--- config.mk ---
export PLATFORM = sky130hd
export DESIGN_NAME = xt_peripherals
export DESIGN_NICKNAME = d
export VERILOG_FILES = /design/src/xt_periph_pkg.sv /design/src/io_port_decoder.sv /design/src/peripheral_register_bank.sv /design/src/bus_read_mux.sv /design/src/xt_peripherals.sv
export VERILOG_INCLUDE_DIRS = /design/src /design/src/include
export SDC_FILE = /design/constraint.sdc
export NUM_CORES = 1
export LEC_CHECK = 0
export BUFFER_PORTS_ARGS = -buffer_cell sky130_fd_sc_hd__buf_4
export CORE_MARGIN = 2
export CORE_UTILIZATION = 45
export CTS_BUF_LIST = sky130_fd_sc_hd__clkbuf_4 sky130_fd_sc_hd__clkbuf_8
export DETAILED_ROUTE_END_ITERATION = 8
export PLACE_DENSITY = 0.72
export SYNTH_ARGS = -nofsm -noshare
export SYNTH_HDL_FRONTEND = slang
export SYNTH_SLANG_ARGS = --single-unit
--- constraint.sdc ---
create_clock -name clock -period 1.7 [get_ports clock]
set_input_delay 0.34 -clock clock [delete_from_list [all_inputs] [get_ports clock]]
set_output_delay 0.34 -clock clock [all_outputs]
set_load 0.005 [all_outputs]
--- src/include/xt_periph_settings.svh ---
// ======================================================================
// Port addresses, EMS window bases and register reset values.
// Port constants are 16-bit ISA I/O addresses; upper address bits ignored.
// ======================================================================

`ifndef XT_PERIPH_SETTINGS_SVH
`define XT_PERIPH_SETTINGS_SVH

// EMS page registers at 260h..263h
`define XT_EMS_PORT_BASE    16'h0260

// Printer data latch
`define XT_LPT_PORT         16'h0378

// Tandy video page register
`define XT_TANDY_PAGE_PORT  16'h03DF

// NMI mask block, A0h..A7h, Tandy only
`define XT_NMI_PORT_BASE    16'h00A0

// Top nibble of the EMS window per ems_window code
`define XT_EMS_SEG_A        4'hA
`define XT_EMS_SEG_C        4'hC
`define XT_EMS_SEG_D        4'hD

// Writing this value to a page register unmaps the page
`define XT_EMS_UNMAP_CODE   8'hFF

`define XT_LATCH_RESET      8'hFF
`define XT_NMI_RESET        8'hFF
`define XT_PAGE_RESET       8'h00

`endif

--- src/xt_periph_pkg.sv ---
// ======================================================================
// Shared types for the XT peripheral glue logic.
// Device codes are exclusive; DEV_NONE means no latch or EMS port hit.
// ======================================================================

package xt_periph_pkg;

    // I/O device chosen by the port decoder
    typedef enum logic [2:0] {
        DEV_NONE,
        DEV_EMS,
        DEV_LPT,
        DEV_TANDY_PAGE,
        DEV_NMI_MASK
    } io_device_e;

    // Effect of a write to one of the EMS page ports
    //   EMS_UNMAP  data FFh, page disabled
    //   EMS_MAP    data below 80h, page enabled
    //   EMS_KEEP   anything else, entry left alone
    typedef enum logic [1:0] {
        EMS_KEEP,
        EMS_MAP,
        EMS_UNMAP
    } ems_cmd_e;

    // One entry of the EMS page map, 16 KB pages
    typedef logic [6:0] ems_page_t;

endpackage

--- src/io_port_decoder.sv ---
// ======================================================================
// Combinational I/O decoder. Only address bits 15:0 take part in port
// compares. Selects are valid only while an I/O strobe is low.
// ======================================================================

`timescale 1ns/1ps

`include "xt_periph_settings.svh"

module io_port_decoder (
    input  logic [19:0]                 address_i,
    input  logic                        address_enable_n_i,
    input  logic                        io_read_n_i,
    input  logic                        io_write_n_i,
    input  logic                        tandy_video_i,
    input  logic                        ems_enabled_i,
    output xt_periph_pkg::io_device_e   device_o,
    output logic [7:0]                  chip_select_n_o,
    output logic                        memory_cycle_o
);
    import xt_periph_pkg::*;

    localparam logic [15:0] EMS_BASE   = `XT_EMS_PORT_BASE;
    localparam logic [15:0] LPT_PORT   = `XT_LPT_PORT;
    localparam logic [15:0] PAGE_PORT  = `XT_TANDY_PAGE_PORT;
    localparam logic [15:0] NMI_BASE   = `XT_NMI_PORT_BASE;

    logic io_request;
    logic io_cycle;
    logic low_block;
    logic ems_hit;
    logic lpt_hit;
    logic page_hit;
    logic nmi_hit;

    assign io_request = ~io_read_n_i | ~io_write_n_i;
    assign io_cycle   = io_request & ~address_enable_n_i;

    // No I/O strobe means the bus is doing a memory access
    assign memory_cycle_o = io_read_n_i & io_write_n_i;

    // Ports 000h..0FFh split into eight blocks of 32
    assign low_block = io_cycle & (address_i[9:8] == 2'b00);

    always_comb begin
        chip_select_n_o = 8'hFF;
        if (low_block) begin
            chip_select_n_o[address_i[7:5]] = 1'b0;
        end
    end

    // Full port compares
    assign ems_hit  = ems_enabled_i & (address_i[15:2] == EMS_BASE[15:2]);
    assign lpt_hit  = (address_i[15:0] == LPT_PORT);
    assign page_hit = (address_i[15:0] == PAGE_PORT);
    assign nmi_hit  = tandy_video_i & (address_i[15:3] == NMI_BASE[15:3]);

    // The port ranges never overlap
    always_comb begin
        device_o = DEV_NONE;
        if (io_cycle) begin
            if (ems_hit) begin
                device_o = DEV_EMS;
            end
            else if (lpt_hit) begin
                device_o = DEV_LPT;
            end
            else if (page_hit) begin
                device_o = DEV_TANDY_PAGE;
            end
            else if (nmi_hit) begin
                device_o = DEV_NMI_MASK;
            end
        end
    end

endmodule

--- src/peripheral_register_bank.sv ---
// ======================================================================
// EMS page map and the printer, Tandy page and NMI mask latches.
// Latch writes land in 1 cycle, EMS map writes in 2 (command, then map).
// Map contents are undefined until a slot is written; enables reset to 0.
// ======================================================================

`timescale 1ns/1ps

`include "xt_periph_settings.svh"

module peripheral_register_bank (
    input  logic                        clock,
    input  logic                        reset,
    input  xt_periph_pkg::io_device_e   device_i,
    input  logic                        memory_cycle_i,
    input  logic                        io_write_n_i,
    input  logic [19:0]                 address_i,
    input  logic [7:0]                  data_i,
    input  logic [1:0]                  ems_window_i,
    output logic [7:0]                  ems_readback_o,
    output logic [7:0]                  lpt_data_o,
    output logic [7:0]                  tandy_page_o,
    output logic [7:0]                  nmi_mask_o,
    output logic [3:0]                  ems_block_hit_o
);
    import xt_periph_pkg::*;

    ems_cmd_e   ems_cmd;
    ems_cmd_e   ems_cmd_q;
    logic [1:0] ems_slot_q;
    ems_page_t  ems_data_q;
    logic       ems_write_q;

    ems_page_t  ems_map_q [4];
    logic [3:0] ems_enable_q;
    logic [3:0] window_base;

    // Classify the incoming byte
    always_comb begin
        if (data_i == `XT_EMS_UNMAP_CODE) begin
            ems_cmd = EMS_UNMAP;
        end
        else if (!data_i[7]) begin
            ems_cmd = EMS_MAP;
        end
        else begin
            ems_cmd = EMS_KEEP;
        end
    end

    // Stage 1: capture the command
    always_ff @(posedge clock, posedge reset) begin
        if (reset) begin
            ems_write_q <= 1'b0;
        end
        else begin
            ems_write_q <= (device_i == DEV_EMS) & ~io_write_n_i;
        end
    end

    always_ff @(posedge clock) begin
        ems_slot_q <= address_i[1:0];
        ems_cmd_q  <= ems_cmd;
        ems_data_q <= data_i[6:0];
    end

    // Stage 2: apply it to the selected slot
    always_ff @(posedge clock, posedge reset) begin
        if (reset) begin
            ems_enable_q <= 4'b0000;
        end
        else if (ems_write_q) begin
            if (ems_cmd_q == EMS_UNMAP) begin
                ems_enable_q[ems_slot_q] <= 1'b0;
            end
            else if (ems_cmd_q == EMS_MAP) begin
                ems_enable_q[ems_slot_q] <= 1'b1;
            end
        end
    end

    always_ff @(posedge clock) begin
        if (ems_write_q) begin
            if (ems_cmd_q == EMS_UNMAP) begin
                ems_map_q[ems_slot_q] <= 7'h7F;
            end
            else if (ems_cmd_q == EMS_MAP) begin
                ems_map_q[ems_slot_q] <= ems_data_q;
            end
        end
    end

    // Disabled slots read back as FFh
    assign ems_readback_o = ems_enable_q[address_i[1:0]] ?
                            {1'b0, ems_map_q[address_i[1:0]]} : 8'hFF;

    always_comb begin
        unique case (ems_window_i)
            2'd0:    window_base = `XT_EMS_SEG_A;
            2'd1:    window_base = `XT_EMS_SEG_C;
            default: window_base = `XT_EMS_SEG_D;
        endcase
    end

    // Slot n covers the n-th 16 KB block of the 64 KB window
    always_comb begin
        for (int n = 0; n < 4; n++) begin
            ems_block_hit_o[n] = memory_cycle_i & ems_enable_q[n] &
                                 (address_i[19:14] == {window_base, n[1:0]});
        end
    end

    // Plain byte latches
    always_ff @(posedge clock, posedge reset) begin
        if (reset) begin
            lpt_data_o   <= `XT_LATCH_RESET;
            tandy_page_o <= `XT_PAGE_RESET;
            nmi_mask_o   <= `XT_NMI_RESET;
        end
        else if (~io_write_n_i) begin
            if (device_i == DEV_LPT) begin
                lpt_data_o <= data_i;
            end
            if (device_i == DEV_TANDY_PAGE) begin
                tandy_page_o <= data_i;
            end
            if (device_i == DEV_NMI_MASK) begin
                nmi_mask_o <= data_i;
            end
        end
    end

endmodule

--- src/bus_read_mux.sv ---
// ======================================================================
// Registered read-back onto the CPU data bus. data_o is 00h and the
// chipset flag low on any cycle without a decoded read.
// ======================================================================

`timescale 1ns/1ps

module bus_read_mux (
    input  logic                        clock,
    input  logic                        reset,
    input  xt_periph_pkg::io_device_e   device_i,
    input  logic                        io_read_n_i,
    input  logic [7:0]                  ems_readback_i,
    input  logic [7:0]                  lpt_data_i,
    input  logic [7:0]                  tandy_page_i,
    input  logic [7:0]                  nmi_mask_i,
    output logic [7:0]                  data_o,
    output logic                        data_from_chipset_o
);
    import xt_periph_pkg::*;

    logic       read_hit;
    logic [7:0] read_data;

    assign read_hit = ~io_read_n_i & (device_i != DEV_NONE);

    // Decoder codes are exclusive, so one source at a time
    always_comb begin
        unique case (device_i)
            DEV_EMS:        read_data = ems_readback_i;
            DEV_LPT:        read_data = lpt_data_i;
            DEV_TANDY_PAGE: read_data = tandy_page_i;
            DEV_NMI_MASK:   read_data = nmi_mask_i;
            default:        read_data = 8'h00;
        endcase
    end

    always_ff @(posedge clock, posedge reset) begin
        if (reset) begin
            data_o              <= 8'h00;
            data_from_chipset_o <= 1'b0;
        end
        else if (read_hit) begin
            data_o              <= read_data;
            data_from_chipset_o <= 1'b1;
        end
        else begin
            // Release the bus
            data_o              <= 8'h00;
            data_from_chipset_o <= 1'b0;
        end
    end

endmodule

--- src/xt_peripherals.sv ---
// ======================================================================
// XT peripheral glue: port decoder, EMS/latch registers, read-back mux.
// External chips are not included; their selects leave on chip_select_n_o.
// ======================================================================

`timescale 1ns/1ps

module xt_peripherals (
    input  logic        clock,
    input  logic        reset,
    input  logic [19:0] address_i,
    input  logic        address_enable_n_i,
    input  logic        io_read_n_i,
    input  logic        io_write_n_i,
    input  logic [7:0]  data_i,
    input  logic        tandy_video_i,
    input  logic        ems_enabled_i,
    input  logic [1:0]  ems_window_i,
    output logic [7:0]  data_o,
    output logic        data_from_chipset_o,
    output logic [7:0]  chip_select_n_o,
    output logic [3:0]  ems_block_hit_o,
    output logic [7:0]  lpt_data_o,
    output logic [7:0]  tandy_page_o,
    output logic [7:0]  nmi_mask_o
);
    import xt_periph_pkg::*;

    io_device_e device;
    logic       memory_cycle;
    logic [7:0] ems_readback;

    io_port_decoder u_decoder (
        .address_i          (address_i),
        .address_enable_n_i (address_enable_n_i),
        .io_read_n_i        (io_read_n_i),
        .io_write_n_i       (io_write_n_i),
        .tandy_video_i      (tandy_video_i),
        .ems_enabled_i      (ems_enabled_i),
        .device_o           (device),
        .chip_select_n_o    (chip_select_n_o),
        .memory_cycle_o     (memory_cycle)
    );

    peripheral_register_bank u_registers (
        .clock              (clock),
        .reset              (reset),
        .device_i           (device),
        .memory_cycle_i     (memory_cycle),
        .io_write_n_i       (io_write_n_i),
        .address_i          (address_i),
        .data_i             (data_i),
        .ems_window_i       (ems_window_i),
        .ems_readback_o     (ems_readback),
        .lpt_data_o         (lpt_data_o),
        .tandy_page_o       (tandy_page_o),
        .nmi_mask_o         (nmi_mask_o),
        .ems_block_hit_o    (ems_block_hit_o)
    );

    bus_read_mux u_read_mux (
        .clock               (clock),
        .reset               (reset),
        .device_i            (device),
        .io_read_n_i         (io_read_n_i),
        .ems_readback_i      (ems_readback),
        .lpt_data_i          (lpt_data_o),
        .tandy_page_i        (tandy_page_o),
        .nmi_mask_i          (nmi_mask_o),
        .data_o              (data_o),
        .data_from_chipset_o (data_from_chipset_o)
    );

endmodule

==> results summary, run 1 <==
The flow ran to the end, but the final reports show violations. The checks that failed: setup timing. The mean cell area of the mapped netlist is 13.38 µm². For this run, the detailed router's first-pass iteration total came to 4. The power density over the cells came out at 777.6 nW/µm². The mapped cell area is 3266 µm². The reported max-cap violation count is 0. The worst-case clock buffer depth came out at 2. The transition at the pin with the smallest max-transition slack came out at 0.6631 ns.

The H-tree depth reported by CTS came out at 3. The number of hold buffers added after CTS was 0. The number of DRC markers in iteration 0 came out at 112. The chip height is 89.19 µm. The number of pins exceeding their max-slew limit in the final report came out at 0.

The total nets after synthesis is 283. The pin count of the biggest net entering global routing is 39. The net count of the finished layout is 410. CTS placed an instance of sky130_fd_sc_hd__clkbuf_8 at the clock tree root.

The count of unresolved DRC violations after routing came out at 0. The fraction of synthesis flops using an asynchronous set or reset pin is 0.4935. The core region is 7137 µm². The effective utilization at floorplan came out at 0.4576. The share of the Yosys chip area taken by registers is 0.6222.

The endpoint identified for the worst register-to-register timing path is u_registers.ems_map_q[3][4]. The setup slack at placement is -0.6200 ns. The maximum clock frequency is 526.5 MHz. The filler-free cell count of the finished design came out at 475. The die is 89.19 µm wide. The total global routing track utilization is 0.2152. The worst setup path is captured at a flip-flop. Across all hold checks on the routed design, the worst slack comes to 0.1011 ns.

The weighted congestion at the end of routability-driven global placement is 0.8162. For this block, the routed nets add up to 8.397 mm of wire. The path class of the tightest hold or removal check is input port to asynchronous set/reset pin. The cell accounting for the most synthesized area is sky130_fd_sc_hd__edfxtp_1.

The count of synthesis-stage warnings from yosys came out at 0. Setup repair after global routing could not meet its margin everywhere. The worst slew margin relative to its limit came out at 0.5555. The highest fanout seen on the critical path came out at 8. The total leakage power is 2.045 nW. The final standard cell utilization of the core is 0.6674.

In this run the critical register-to-register path is launched from u_registers.ems_cmd_q[0]. The worst clock skew is 0.007506 ns. The source-to-sink clock delay at the later pin of the worst-skew pair came out at 0.35 ns. The synthesized netlist cell count came out at 244.

The routed design could run at a clock period as short as 1.899 ns. In this run, distinct cell masters in the synthesized netlist total 43. TritonCTS built the clock tree. The number of buffers created by CTS came out at 9. The number of global-route vias before repair is 2442. The number of antenna-violating nets in the routed design is 0. The minimum setup slack in the final design came out at -0.1993 ns.

The residual overflow from global routing is 0. The count of antenna diodes in the layout came out at 0. Walking the worst path, the cells encountered are buf_6 -> or4_4 -> nor4_4 -> o21ai_2 -> nor4b_4 -> buf_6 -> mux2_2. The depth of the worst register-to-register path came out at 5. CTS saw 77 sinks. The count of buffers added on input and output ports is 81. The largest stage delay on the critical path came out at 0.56 ns. The die area came out at 7954 µm². In the final routed layout, each cell accounts on average for 17.68 µm. The floorplan row count is 31. In this run the register-to-register setup slack is 0.14 ns. The dominant register cell in the synthesized netlist is sky130_fd_sc_hd__edfxtp_1. The vias after detailed routing is 2528.

Using the TritonRoute via totals, the vias-per-cell ratio works out to 5.322. The final sum of negative setup slack came out at -5.060 ns. The kind of critical path is input port to flip-flop.

Among the stages of the critical path, the cell type that occurs most often is sky130_fd_sc_hd__buf_6. The HPWL after detailed placement is 5.716 mm. The total of flip-flops plus latches after synthesis came out at 77. The dominant delay contributor by cell family on the critical path is simple AND/OR/NAND/NOR gates. The number of flops mapped to enable cells by yosys is 28. The number of buffers and inverters on the critical path is 2.

The arrival time at the worst endpoint came out at 2.17 ns. The proportion of netlist area held by the largest area contributor came out at 0.2575. The final period utilization came out at 1.117. The kind of start point of the critical path is an input port. By area the synthesized netlist is led by sky130_fd_sc_hd__edfxtp_1 26%, sky130_fd_sc_hd__dfrtp_1 17%, sky130_fd_sc_hd__dfstp_2 13%, sky130_fd_sc_hd__mux2_2 8.3%, sky130_fd_sc_hd__dfxtp_1 6.7%.

The instance count after placement with tap cells included is 454. The relative area change from synthesis to final layout came out at 45.86%. The critical path's slowest cell is sky130_fd_sc_hd__or4_4. The clock-pin slew on the worst setup and hold paths is 0.08 ns. The I/O pin count came out at 82.

The hold violation count in the final report is 0. The final setup violation count is 32. The initial antenna violation count came out at 0. The maximum VDD drop came out at 0.0007500 V. The first global-routing pass estimated 12.45 mm of wire. The required time of the worst setup path is 1.98 ns. Of the cells placed in the final design, the portion with a size suffix greater than 1 is 0.5957.
[registers in the layout (all words and copies together), names as in the netlist, named ones only]
signal	flops
u_registers.ems_map_q	28
u_read_mux.data_o	8
u_registers.lpt_data_o	8
u_registers.nmi_mask_o	8
u_registers.tandy_page_o	8
u_registers.ems_data_q	7
u_registers.ems_cmd_q	2
u_registers.ems_slot_q	2
u_read_mux.data_from_chipset_o	1
u_registers.ems_write_q	1
[worst max path at each step]
stage	to	from	depth (start not counted)	slack [ns]
after detailed placement	u_registers.lpt_data_o[2]	address_i[15]	7	-0.62
after global routing	u_registers.lpt_data_o[4]	address_i[15]	7	-0.27
after global placement	u_registers.lpt_data_o[5]	address_i[15]	7	-0.56
after floorplan	u_registers.lpt_data_o[0]	address_i[15]	5	-0.47
final	u_registers.lpt_data_o[3]	address_i[15]	7	-0.20
after CTS	u_registers.lpt_data_o[3]	address_i[15]	7	-0.21
[placed cells by master (no fill, tap or decap), types with 3 or more instances in the layout]
master / instances
sky130_fd_sc_hd__nand2b_1: 3
sky130_fd_sc_hd__buf_6: 9
sky130_fd_sc_hd__o21ai_0: 8
sky130_fd_sc_hd__nor2_2: 3
sky130_fd_sc_hd__clkbuf_8: 9
sky130_fd_sc_hd__mux2_2: 14
sky130_fd_sc_hd__edfxtp_1: 28
sky130_fd_sc_hd__mux4_2: 7
sky130_fd_sc_hd__o21ai_2: 3
sky130_fd_sc_hd__nand3_1: 3
sky130_fd_sc_hd__dfstp_2: 16
sky130_fd_sc_hd__nand4_1: 3
sky130_fd_sc_hd__a31oi_1: 7
sky130_fd_sc_hd__a22oi_1: 4
sky130_fd_sc_hd__a22oi_2: 5
sky130_fd_sc_hd__nand2_1: 21
sky130_fd_sc_hd__dfrtp_1: 22
sky130_fd_sc_hd__a21oi_1: 5
sky130_fd_sc_hd__inv_1: 5
sky130_fd_sc_hd__or2_2: 7
sky130_fd_sc_hd__dfxtp_1: 11
sky130_fd_sc_hd__mux2_4: 10
sky130_fd_sc_hd__nor2_1: 13
sky130_fd_sc_hd__buf_4: 111
[routing by layer]
layer	wire (µm)	track usage	up-vias
li1	-	-	1171
met2	4165	0.3535	114
met5	0	0	-
met3	615	0.04986	15
met4	172	0.08684	0
met1	3444	0.2774	1228
[cell type report]
class | count | area, µm²
clock buffers | 10 | 131.4
flip-flops and latches | 77 | 2032
inverters | 5 | 18.77
well taps | 99 | 123.9
multi-input cells | 156 | 1393
repair buffers | 122 | 969.7
clock inverters | 6 | 95.09
fillers | 562 | 2374
[cell usage after synthesis (2+ instances only)]
| library cell | instances |
|---|---|
| sky130_fd_sc_hd__clkbuf_1 | 5 |
| sky130_fd_sc_hd__nor3_1 | 4 |
| sky130_fd_sc_hd__or2_2 | 7 |
| sky130_fd_sc_hd__nand4_1 | 3 |
| sky130_fd_sc_hd__mux4_2 | 7 |
| sky130_fd_sc_hd__and3_1 | 2 |
| sky130_fd_sc_hd__nand2_1 | 22 |
| sky130_fd_sc_hd__dfxtp_1 | 11 |
| sky130_fd_sc_hd__nor2_1 | 18 |
| sky130_fd_sc_hd__buf_1 | 2 |
| sky130_fd_sc_hd__and3b_1 | 2 |
| sky130_fd_sc_hd__nand3_1 | 4 |
| sky130_fd_sc_hd__dfstp_2 | 16 |
| sky130_fd_sc_hd__mux2_2 | 24 |
| sky130_fd_sc_hd__dfrtp_1 | 22 |
| sky130_fd_sc_hd__nand4b_1 | 2 |
| sky130_fd_sc_hd__a22oi_1 | 9 |
| sky130_fd_sc_hd__nor3b_1 | 2 |
| sky130_fd_sc_hd__inv_1 | 5 |
| sky130_fd_sc_hd__nor2b_1 | 2 |
| sky130_fd_sc_hd__a31oi_1 | 7 |
| sky130_fd_sc_hd__ha_1 | 2 |
| sky130_fd_sc_hd__nand2b_1 | 3 |
| sky130_fd_sc_hd__a21oi_1 | 7 |
| sky130_fd_sc_hd__nor4bb_1 | 2 |
| sky130_fd_sc_hd__o21ai_0 | 10 |
| sky130_fd_sc_hd__edfxtp_1 | 28 |
[kinds of logic (layout without fill, tap and decap cells)]
logic type / count (synthesis) / in the layout / synth area share
adders and majority gates: 2 / 2 / 0.007662
buffers and inverters: 12 / 143 / 0.01380
muxes: 32 / 32 / 0.1341
DFF: 77 / 77 / 0.6222
AOI/OAI and AO/OA: 38 / 39 / 0.07203
and+or+nand+nor: 83 / 83 / 0.1502
[report_power, final]
group	switching [W]	internal, W	leakage (nW)	total [W]
Sequential	0.00000624	0.00192	0.897	0.00193
Clock	0.000683	0.000858	0.108	0.00154
Combinational	0.000115	0.000120	1.04	0.000234
[per-stage QoR]
stage | power (W) | area, µm²
6_report | 0.003704 | 4763
5_1_grt | 0.003830 | 4763
4_1_cts | 0.003714 | 4621
3_5_place_dp | 0.002182 | 4320
3_3_place_gp | 0.002177 | 4320
2_1_floorplan | 0.002035 | 3333
[worst reg2reg max path, cell delays in order (launching register included)]
cell,delay (ns)
sky130_fd_sc_hd__dfxtp_1,0.33
sky130_fd_sc_hd__inv_1,0.06
sky130_fd_sc_hd__ha_1,0.15
sky130_fd_sc_hd__o21ai_0,0.13
sky130_fd_sc_hd__buf_4,0.18
sky130_fd_sc_hd__nor2_2,0.38
[repair_timing]
action,4_1_cts,5_1_grt
setup buffers,1,4
gates resized for setup,18,29
endpoints found under the hold margin,0,0
endpoints found under the setup margin,57,39
gates cloned,1,1
pin swaps,3,14
No activity file was read; power rests on OpenSTA's default activity.
==> inputs of run 2 (changes only) <==
--- a/config.mk
+++ b/config.mk
@@ -8,10 +8,10 @@
 export LEC_CHECK = 0
 export BUFFER_PORTS_ARGS = -buffer_cell sky130_fd_sc_hd__buf_4
 export CORE_MARGIN = 2
-export CORE_UTILIZATION = 45
+export CORE_UTILIZATION = 49
 export CTS_BUF_LIST = sky130_fd_sc_hd__clkbuf_4 sky130_fd_sc_hd__clkbuf_8
 export DETAILED_ROUTE_END_ITERATION = 8
-export PLACE_DENSITY = 0.72
+export PLACE_DENSITY = 0.77
 export SYNTH_ARGS = -nofsm -noshare
 export SYNTH_HDL_FRONTEND = slang
 export SYNTH_SLANG_ARGS = --single-unit
==> run 2 against run 1 <==
The run still ends with setup timing left. Global-route usage rose by 2.0 points. Final area fell by 2.1%. Utilization rose by 6.3 points. Count of clock-buffer cells in the layout is 1 higher. Worst hold slack gained 0.0063 ns. Non-clock buffer count decreased by 2. Clock skew is 0.0020 ns higher. Sequential share of layout area up 0.92 points.
==> results summary, run 2 (synthesis gave the netlist of run 1 again) <==
The clock root buffer master was sky130_fd_sc_hd__clkbuf_8 (unchanged). The weighted congestion at the end of routability-driven global placement is 0.8436 (was 0.8162). The required time of the worst setup path is 1.96 ns (was 1.98 ns). The pin count of the biggest net entering global routing came out at 39 (unchanged).

The final period utilization is 1.162 (was 1.117). The routed length per placed instance came out at 18.92 µm (was 17.68 µm). Violations in the final reports: setup timing (unchanged).

The register-to-register setup slack came to 0.15 ns (was 0.14 ns). The design internal power is 0.002748 W (was 0.002900 W). The terminus of the critical flop-to-flop path is u_registers.ems_map_q[1][4] (was u_registers.ems_map_q[3][4]). The transition at the pin with the smallest max-transition slack came to 0.4770 ns (was 0.6631 ns). The source-to-sink clock delay at the later pin of the worst-skew pair came out at 0.34 ns (was 0.35 ns). The count of input and output buffers came to 81 (unchanged). The clock share of power was 0.379 (was 0.416). The minimum setup slack in the final design came out at -0.2752 ns (was -0.1993 ns). The effective utilization at floorplan came out at 0.5114 (was 0.4576). The dominant delay contributor by cell family on the critical path was simple AND/OR/NAND/NOR gates (unchanged).

The H-tree depth reported by CTS came out at 3 (unchanged). The relative area change from synthesis to final layout is 42.80% (was 45.86%). The total power of the final layout came to 0.003496 W (was 0.003704 W). The combinational power share is 0.069 (was 0.063).

The worst min-delay path category is input port to asynchronous set/reset pin (unchanged). The number of DRC markers in iteration 0 came out at 83 (was 112). The hold violation count in the final report is 0 (unchanged). The die area is 7333 µm² (was 7954 µm²). The global-route wire length before repair is 13.10 mm (was 12.45 mm). The depth of the worst register-to-register path came out at 5 (unchanged). The chip height came out at 85.64 µm (was 89.19 µm). The total core area came out at 6386 µm² (was 7137 µm²). The first element of the critical path is address_i[10] (was address_i[15]). The count of unresolved DRC violations after routing is 0 (unchanged). The CTS tree is yes (unchanged). The maximum VDD drop is 0.0006355 V (was 0.0007500 V).

The total leakage power is 2.034 nW (was 2.045 nW). Outcome: finished, violations left (unchanged). The vias after detailed routing was 2540 (was 2528).

The sequential power share is 0.552 (was 0.521). The worst-case clock buffer depth is 2 (unchanged). The final-stage net count came out at 407 (was 410). The instance count after placement with tap cells included came to 432 (was 454). The reported max-cap violation count came out at 0 (unchanged). The kind of start point of the critical path is an input port (unchanged). The register bank with the most flops is u_registers.ems_map_q (unchanged). The number of buffers inserted for hold repair after clock tree synthesis came out at 0 (unchanged). The most frequent cell on the critical path is sky130_fd_sc_hd__buf_6 (unchanged).

The highest fanout seen on the critical path came out at 8 (unchanged). The number of global-route vias before repair came out at 2635 (was 2442). The type of element capturing the critical path is a flip-flop (unchanged). The final wirelength was 8.513 mm (was 8.397 mm). The final standard cell utilization of the core came out at 0.7302 (was 0.6674).

The HPWL after detailed placement came out at 5.736 mm (was 5.716 mm). The maximum clock frequency was 506.3 MHz (was 526.5 MHz). The power density over the cells was 749.7 nW/µm² (was 777.6 nW/µm²).

The critical path's slowest cell is sky130_fd_sc_hd__or4_4 (unchanged). The number of buffers created by CTS is 9 (unchanged). The clock-pin slew on the worst setup and hold paths came out at 0.08 ns (about the same).

The detailed-routing iteration count for the pre-antenna-repair pass came to 4 (unchanged). RSZ-0062 raised after global routing: yes (unchanged). The count of antenna diodes in the layout came to 0 (unchanged). The layout cell share with drive strength beyond 1 came out at 0.5630 (was 0.5957). The fraction of power spent switching nets came to 0.2139 (was 0.2171). The number of antenna-violating nets in the routed design is 0 (unchanged). The final setup violation count came out at 32 (unchanged).

The number of pins exceeding their max-slew limit in the final report came out at 0 (unchanged). The filler-free cell count of the finished design is 450 (was 475). The flip-flop count of the largest register after layout is 28 (unchanged).

The floorplan row count came out at 29 (was 31). The minimum period implied by the final worst setup slack came to 1.975 ns (was 1.899 ns). The net load switching power was 0.0007476 W (was 0.0008040 W). The setup slack at placement was -0.6446 ns (was -0.6200 ns). The largest stage delay on the critical path is 0.56 ns (about the same). Crit path cell chain: buf_6 -> or4_4 -> nor4_4 -> o21ai_2 -> nor4b_4 -> buf_6 -> mux2_4 (was buf_6 -> or4_4 -> nor4_4 -> o21ai_2 -> nor4b_4 -> buf_6 -> mux2_2). The worst clock skew is 0.009495 ns (was 0.007506 ns). The residual overflow from global routing is 0 (unchanged). The kind of critical path is input port to flip-flop (unchanged).

The I/O pin count is 82 (unchanged). The reg-to-reg startpoint is u_registers.ems_cmd_q[0] (unchanged). The total global routing track utilization is 0.2356 (was 0.2152). The post-detailed-route via-to-cell ratio is 5.644 (was 5.322). The die span in x is 85.64 µm (was 89.19 µm). The initial antenna violation count is 0 (unchanged). The number of buffers and inverters on the critical path came out at 2 (unchanged).

The worst slew margin relative to its limit came out at 0.6820 (was 0.5555). The clock net sink count is 77 (unchanged). The most frequent standard cell in the layout excluding fill and tap cells is sky130_fd_sc_hd__buf_4 (unchanged). Most frequent cells in the layout: 109 x sky130_fd_sc_hd__buf_4, 28 x sky130_fd_sc_hd__edfxtp_1, 22 x sky130_fd_sc_hd__nand2_1, 22 x sky130_fd_sc_hd__dfrtp_1, 17 x sky130_fd_sc_hd__mux2_4 (was 111 x sky130_fd_sc_hd__buf_4, 28 x sky130_fd_sc_hd__edfxtp_1, 22 x sky130_fd_sc_hd__dfrtp_1). The arrival time at the worst endpoint is 2.24 ns (was 2.17 ns).
run 2: repair_timing:
| action | in CTS | in global routing |
|---|---|---|
| pin swaps | 4 | 11 |
| setup buffers | 1 | 1 |
| hold endpoints to repair | 0 | 0 |
| setup endpoints to repair | 62 | 64 |
| gates resized for setup | 19 | 25 |
| gates cloned | 1 | 0 |
run 2: final cells by class:
type                            instances  area [µm²]
Sequential cell                        77        2032
Tap cell                               77       96.34
Clock buffer                           11       138.9
Multi-Input combinational cell        155        1370
Inverter                                5       18.77
Clock inverter                          5       52.55
Timing Repair Buffer                  120       954.7
Fill cell                             431        1723
run 2: worst register-to-register path: stages (launching register included):
cell and delay (ns):
sky130_fd_sc_hd__dfxtp_1 0.32, sky130_fd_sc_hd__inv_1 0.06, sky130_fd_sc_hd__ha_1 0.17, sky130_fd_sc_hd__o21ai_1 0.13, sky130_fd_sc_hd__buf_4 0.19, sky130_fd_sc_hd__nor2_2 0.33
run 2: how the worst max path moves through the flow:
stage | cells after the start | endpoint | slack [ns]
2_1_floorplan | 5 | u_registers.lpt_data_o[0] | -0.47
3_3_place_gp | 7 | u_registers.lpt_data_o[6] | -0.56
3_5_place_dp | 7 | u_read_mux.data_o[3] | -0.64
4_1_cts | 7 | u_read_mux.data_o[3] | -0.23
5_1_grt | 7 | u_registers.lpt_data_o[0] | -0.35
6_report | 7 | u_registers.lpt_data_o[0] | -0.28
run 2: power by group through the flow:
stage | clock, W | combinational, W | sequential (W)
floorplan | 0 | 0.0000712 | 0.00196
global placement | 0 | 0.000212 | 0.00197
detailed placement | 0 | 0.000215 | 0.00197
CTS | 0.00136 | 0.000221 | 0.00193
global route | 0.00142 | 0.000260 | 0.00193
finish | 0.00133 | 0.000240 | 0.00193
run 2: stage by stage:
step / hold WS, ns / setup TNS (ns) / area [µm²]
5_1_grt: 0.1278 / -6.526 / 4663
2_1_floorplan: 0.3677 / -10.41 / 3333
3_3_place_gp: 0.4786 / -17.70 / 4280
6_report: 0.1074 / -4.648 / 4663
3_5_place_dp: 0.4851 / -20.30 / 4280
4_1_cts: 0.1127 / -4.023 / 4551
run 2: metal layers:
layer,global-route usage,vias to the layer above,share of wire
met1,0.2902,1252,0.39
met3,0.06449,12,0.072
met2,0.4055,111,0.52
met4,0.07359,0,0.014
met5,0,-,0
li1,-,1165,-
==> inputs of run 3 (changes only) <==
--- a/config.mk
+++ b/config.mk
@@ -15,3 +15,4 @@
 export SYNTH_ARGS = -nofsm -noshare
 export SYNTH_HDL_FRONTEND = slang
 export SYNTH_SLANG_ARGS = --single-unit
+export TNS_END_PERCENT = 20
==> run 3 against run 2 <==
The flow still finishes with violations (setup timing). Largest cell class unchanged. Routed wire length is 9.1% lower. Critical path depth unchanged. Highest routed layer unchanged. Final cell count shrank 0.67%. Critical endpoint is now u_registers.lpt_data_o[4]. Critical path type unchanged. Clock power shrank 14%. Die area unchanged. First-iteration DRC count grew 61%.
==> results summary, run 3 (synthesis gave the netlist of run 1 again) <==
The die area is 7333 µm² (unchanged). The hold violation count in the final report is 0 (unchanged). The total power of the final layout came out at 0.003295 W (was 0.003496 W). The reported max-cap violation count came out at 0 (unchanged).

The setup slack at placement came to -0.5932 ns (was -0.6446 ns). The routed length per placed instance is 17.32 µm (was 18.92 µm). Outcome: finished, violations left (unchanged). The minimum setup slack in the final design is -0.1964 ns (was -0.2752 ns). The worst min-delay path category was input port to asynchronous set/reset pin (unchanged). The floorplan row count is 29 (unchanged). The relative area change from synthesis to final layout is 38.24% (was 42.80%). The H-tree depth reported by CTS came out at 3 (unchanged). The filler-free cell count of the finished design came out at 447 (was 450). The terminus of the critical flop-to-flop path is u_registers.ems_map_q[2][3] (was u_registers.ems_map_q[1][4]). The global-route wire length before repair is 12.30 mm (was 13.10 mm). The kind of start point of the critical path is an input port (unchanged). The flip-flop count of the largest register after layout came out at 28 (unchanged).

The final setup violation count is 31 (was 32). The count of antenna diodes in the layout is 0 (unchanged). The pin count of the biggest net entering global routing came out at 39 (unchanged). The register-to-register setup slack is 0.11 ns (was 0.15 ns). The count of unresolved DRC violations after routing came out at 0 (unchanged).

The final period utilization is 1.116 (was 1.162). The most frequent standard cell in the layout excluding fill and tap cells is sky130_fd_sc_hd__buf_4 (unchanged). The worst-case clock buffer depth is 2 (unchanged).

The highest fanout seen on the critical path is 8 (unchanged). The instance count after placement with tap cells included came to 430 (was 432). Violations in the final reports: setup timing (unchanged). The total core area came to 6386 µm² (unchanged).

The number of buffers inserted for hold repair after clock tree synthesis is 0 (unchanged). The I/O pin count came out at 82 (unchanged). Most frequent cells in the layout: 110 x sky130_fd_sc_hd__buf_4, 28 x sky130_fd_sc_hd__edfxtp_1, 23 x sky130_fd_sc_hd__mux2_2 (was 109 x sky130_fd_sc_hd__buf_4, 28 x sky130_fd_sc_hd__edfxtp_1, 22 x sky130_fd_sc_hd__nand2_1, 22 x sky130_fd_sc_hd__dfrtp_1, 17 x sky130_fd_sc_hd__mux2_4). RSZ-0062 raised after global routing: yes (unchanged). The worst slew margin relative to its limit came out at 0.5359 (was 0.6820). The maximum VDD drop is 0.0006654 V (was 0.0006355 V). The cell area after placement is 4219 µm² (was 4280 µm²). The power density over the cells came to 730.0 nW/µm² (was 749.7 nW/µm²).

The total leakage power came out at 1.957 nW (was 2.034 nW). The source-to-sink clock delay at the later pin of the worst-skew pair is 0.33 ns (was 0.34 ns). The arrival time at the worst endpoint came out at 2.16 ns (was 2.24 ns). The kind of critical path is input port to flip-flop (unchanged). The final-stage net count came out at 404 (was 407). The clock-pin slew on the worst setup and hold paths came out at 0.07 ns (was 0.08 ns).

The reg-to-reg startpoint is u_registers.ems_cmd_q[0] (unchanged). The maximum clock frequency came out at 527.3 MHz (was 506.3 MHz). The count of input and output buffers came out at 81 (unchanged).

The transition at the pin with the smallest max-transition slack is 0.6936 ns (was 0.4770 ns). The worst hold slack across all endpoints is 0.1238 ns (was 0.1074 ns). The clock root buffer master was sky130_fd_sc_hd__clkbuf_8 (unchanged). The number of global-route vias before repair was 2451 (was 2635). The layout cell share with drive strength beyond 1 is 0.5622 (was 0.5630). The register bank with the most flops is u_registers.ems_map_q (unchanged). The required time of the worst setup path is 1.96 ns (about the same). The number of antenna-violating nets in the routed design is 0 (unchanged). The depth of the worst register-to-register path came out at 4 (was 5).

The minimum period implied by the final worst setup slack is 1.896 ns (was 1.975 ns). The final wirelength came out at 7.741 mm (was 8.513 mm). The number of pins exceeding their max-slew limit in the final report is 0 (unchanged). The detailed-routing iteration count for the pre-antenna-repair pass came to 4 (unchanged).

The chip height was 85.64 µm (unchanged). The weighted congestion at the end of routability-driven global placement came out at 0.7949 (was 0.8436). The worst clock skew is 0.008011 ns (was 0.009495 ns). The total global routing track utilization is 0.2205 (was 0.2356). The post-detailed-route via-to-cell ratio was 5.503 (was 5.644). The CTS tree was yes (unchanged). The number of DRC markers in iteration 0 came out at 134 (was 83).

The effective utilization at floorplan came out at 0.5114 (unchanged). The die span in x came to 85.64 µm (unchanged). The cell area after layout came to 4514 µm² (was 4663 µm²). The type of element capturing the critical path is a flip-flop (unchanged). The number of buffers created by CTS is 9 (unchanged).

The residual overflow from global routing came out at 0 (unchanged). The initial antenna violation count is 0 (unchanged). The vias after detailed routing was 2460 (was 2540). The HPWL after detailed placement came out at 5.588 mm (was 5.736 mm). The clock net sink count came out at 77 (unchanged).
[run 3: how the worst max path moves through the flow]
stage | start | to | slack [ns]
after detailed placement | address_i[15] | u_registers.lpt_data_o[2] | -0.59
after CTS | address_i[15] | u_registers.lpt_data_o[2] | -0.19
after global routing | address_i[15] | u_registers.lpt_data_o[3] | -0.27
final | address_i[15] | u_registers.lpt_data_o[4] | -0.20
after global placement | address_i[15] | u_registers.lpt_data_o[4] | -0.55
after floorplan | address_i[15] | u_registers.lpt_data_o[0] | -0.47
[run 3: cell type report]
class,count,area (µm²)
clock buffers,11,138.9
well taps,77,96.34
repair buffers,116,897.1
clock inverters,5,27.53
multi-input cells,156,1304
inverters,5,18.77
fillers,429,1872
flip-flops and latches,77,2032
[run 3: report_power, final]
group          internal, W  switching (W)  total (W)
sequential         0.00192     0.00000589    0.00193
clock             0.000550       0.000596    0.00115
combinational     0.000113       0.000107   0.000220
total              0.00259       0.000709    0.00330
[run 3: stage by stage]
step                      utilization  setup TNS, ns
after global placement         0.6607         -16.66
final                          0.7069         -3.963
after global routing           0.7069         -5.524
after floorplan                     -         -11.92
after CTS                      0.6926         -2.516
after detailed placement       0.6607         -17.83
[run 3: per-layer routing]
layer / global-route usage / wire length [µm]
met5: 0 / 0
met4: 0.04618 / 59
met3: 0.06930 / 509
met2: 0.3473 / 3805
met1: 0.3063 / 3366
[run 3: repair_timing]
item	4_1_cts	5_1_grt
pin swaps	3	7
resized for setup	9	22
gates cloned	0	1
setup buffers	0	1
setup endpoints to repair	41	68
[run 3: worst max-delay path, stage by stage]
cell	delay (ns)
sky130_fd_sc_hd__buf_6	0.09
sky130_fd_sc_hd__or4_4	0.56
sky130_fd_sc_hd__nor4_4	0.26
sky130_fd_sc_hd__o21ai_2	0.14
sky130_fd_sc_hd__nor4b_4	0.24
sky130_fd_sc_hd__buf_6	0.18
sky130_fd_sc_hd__mux2_2	0.34
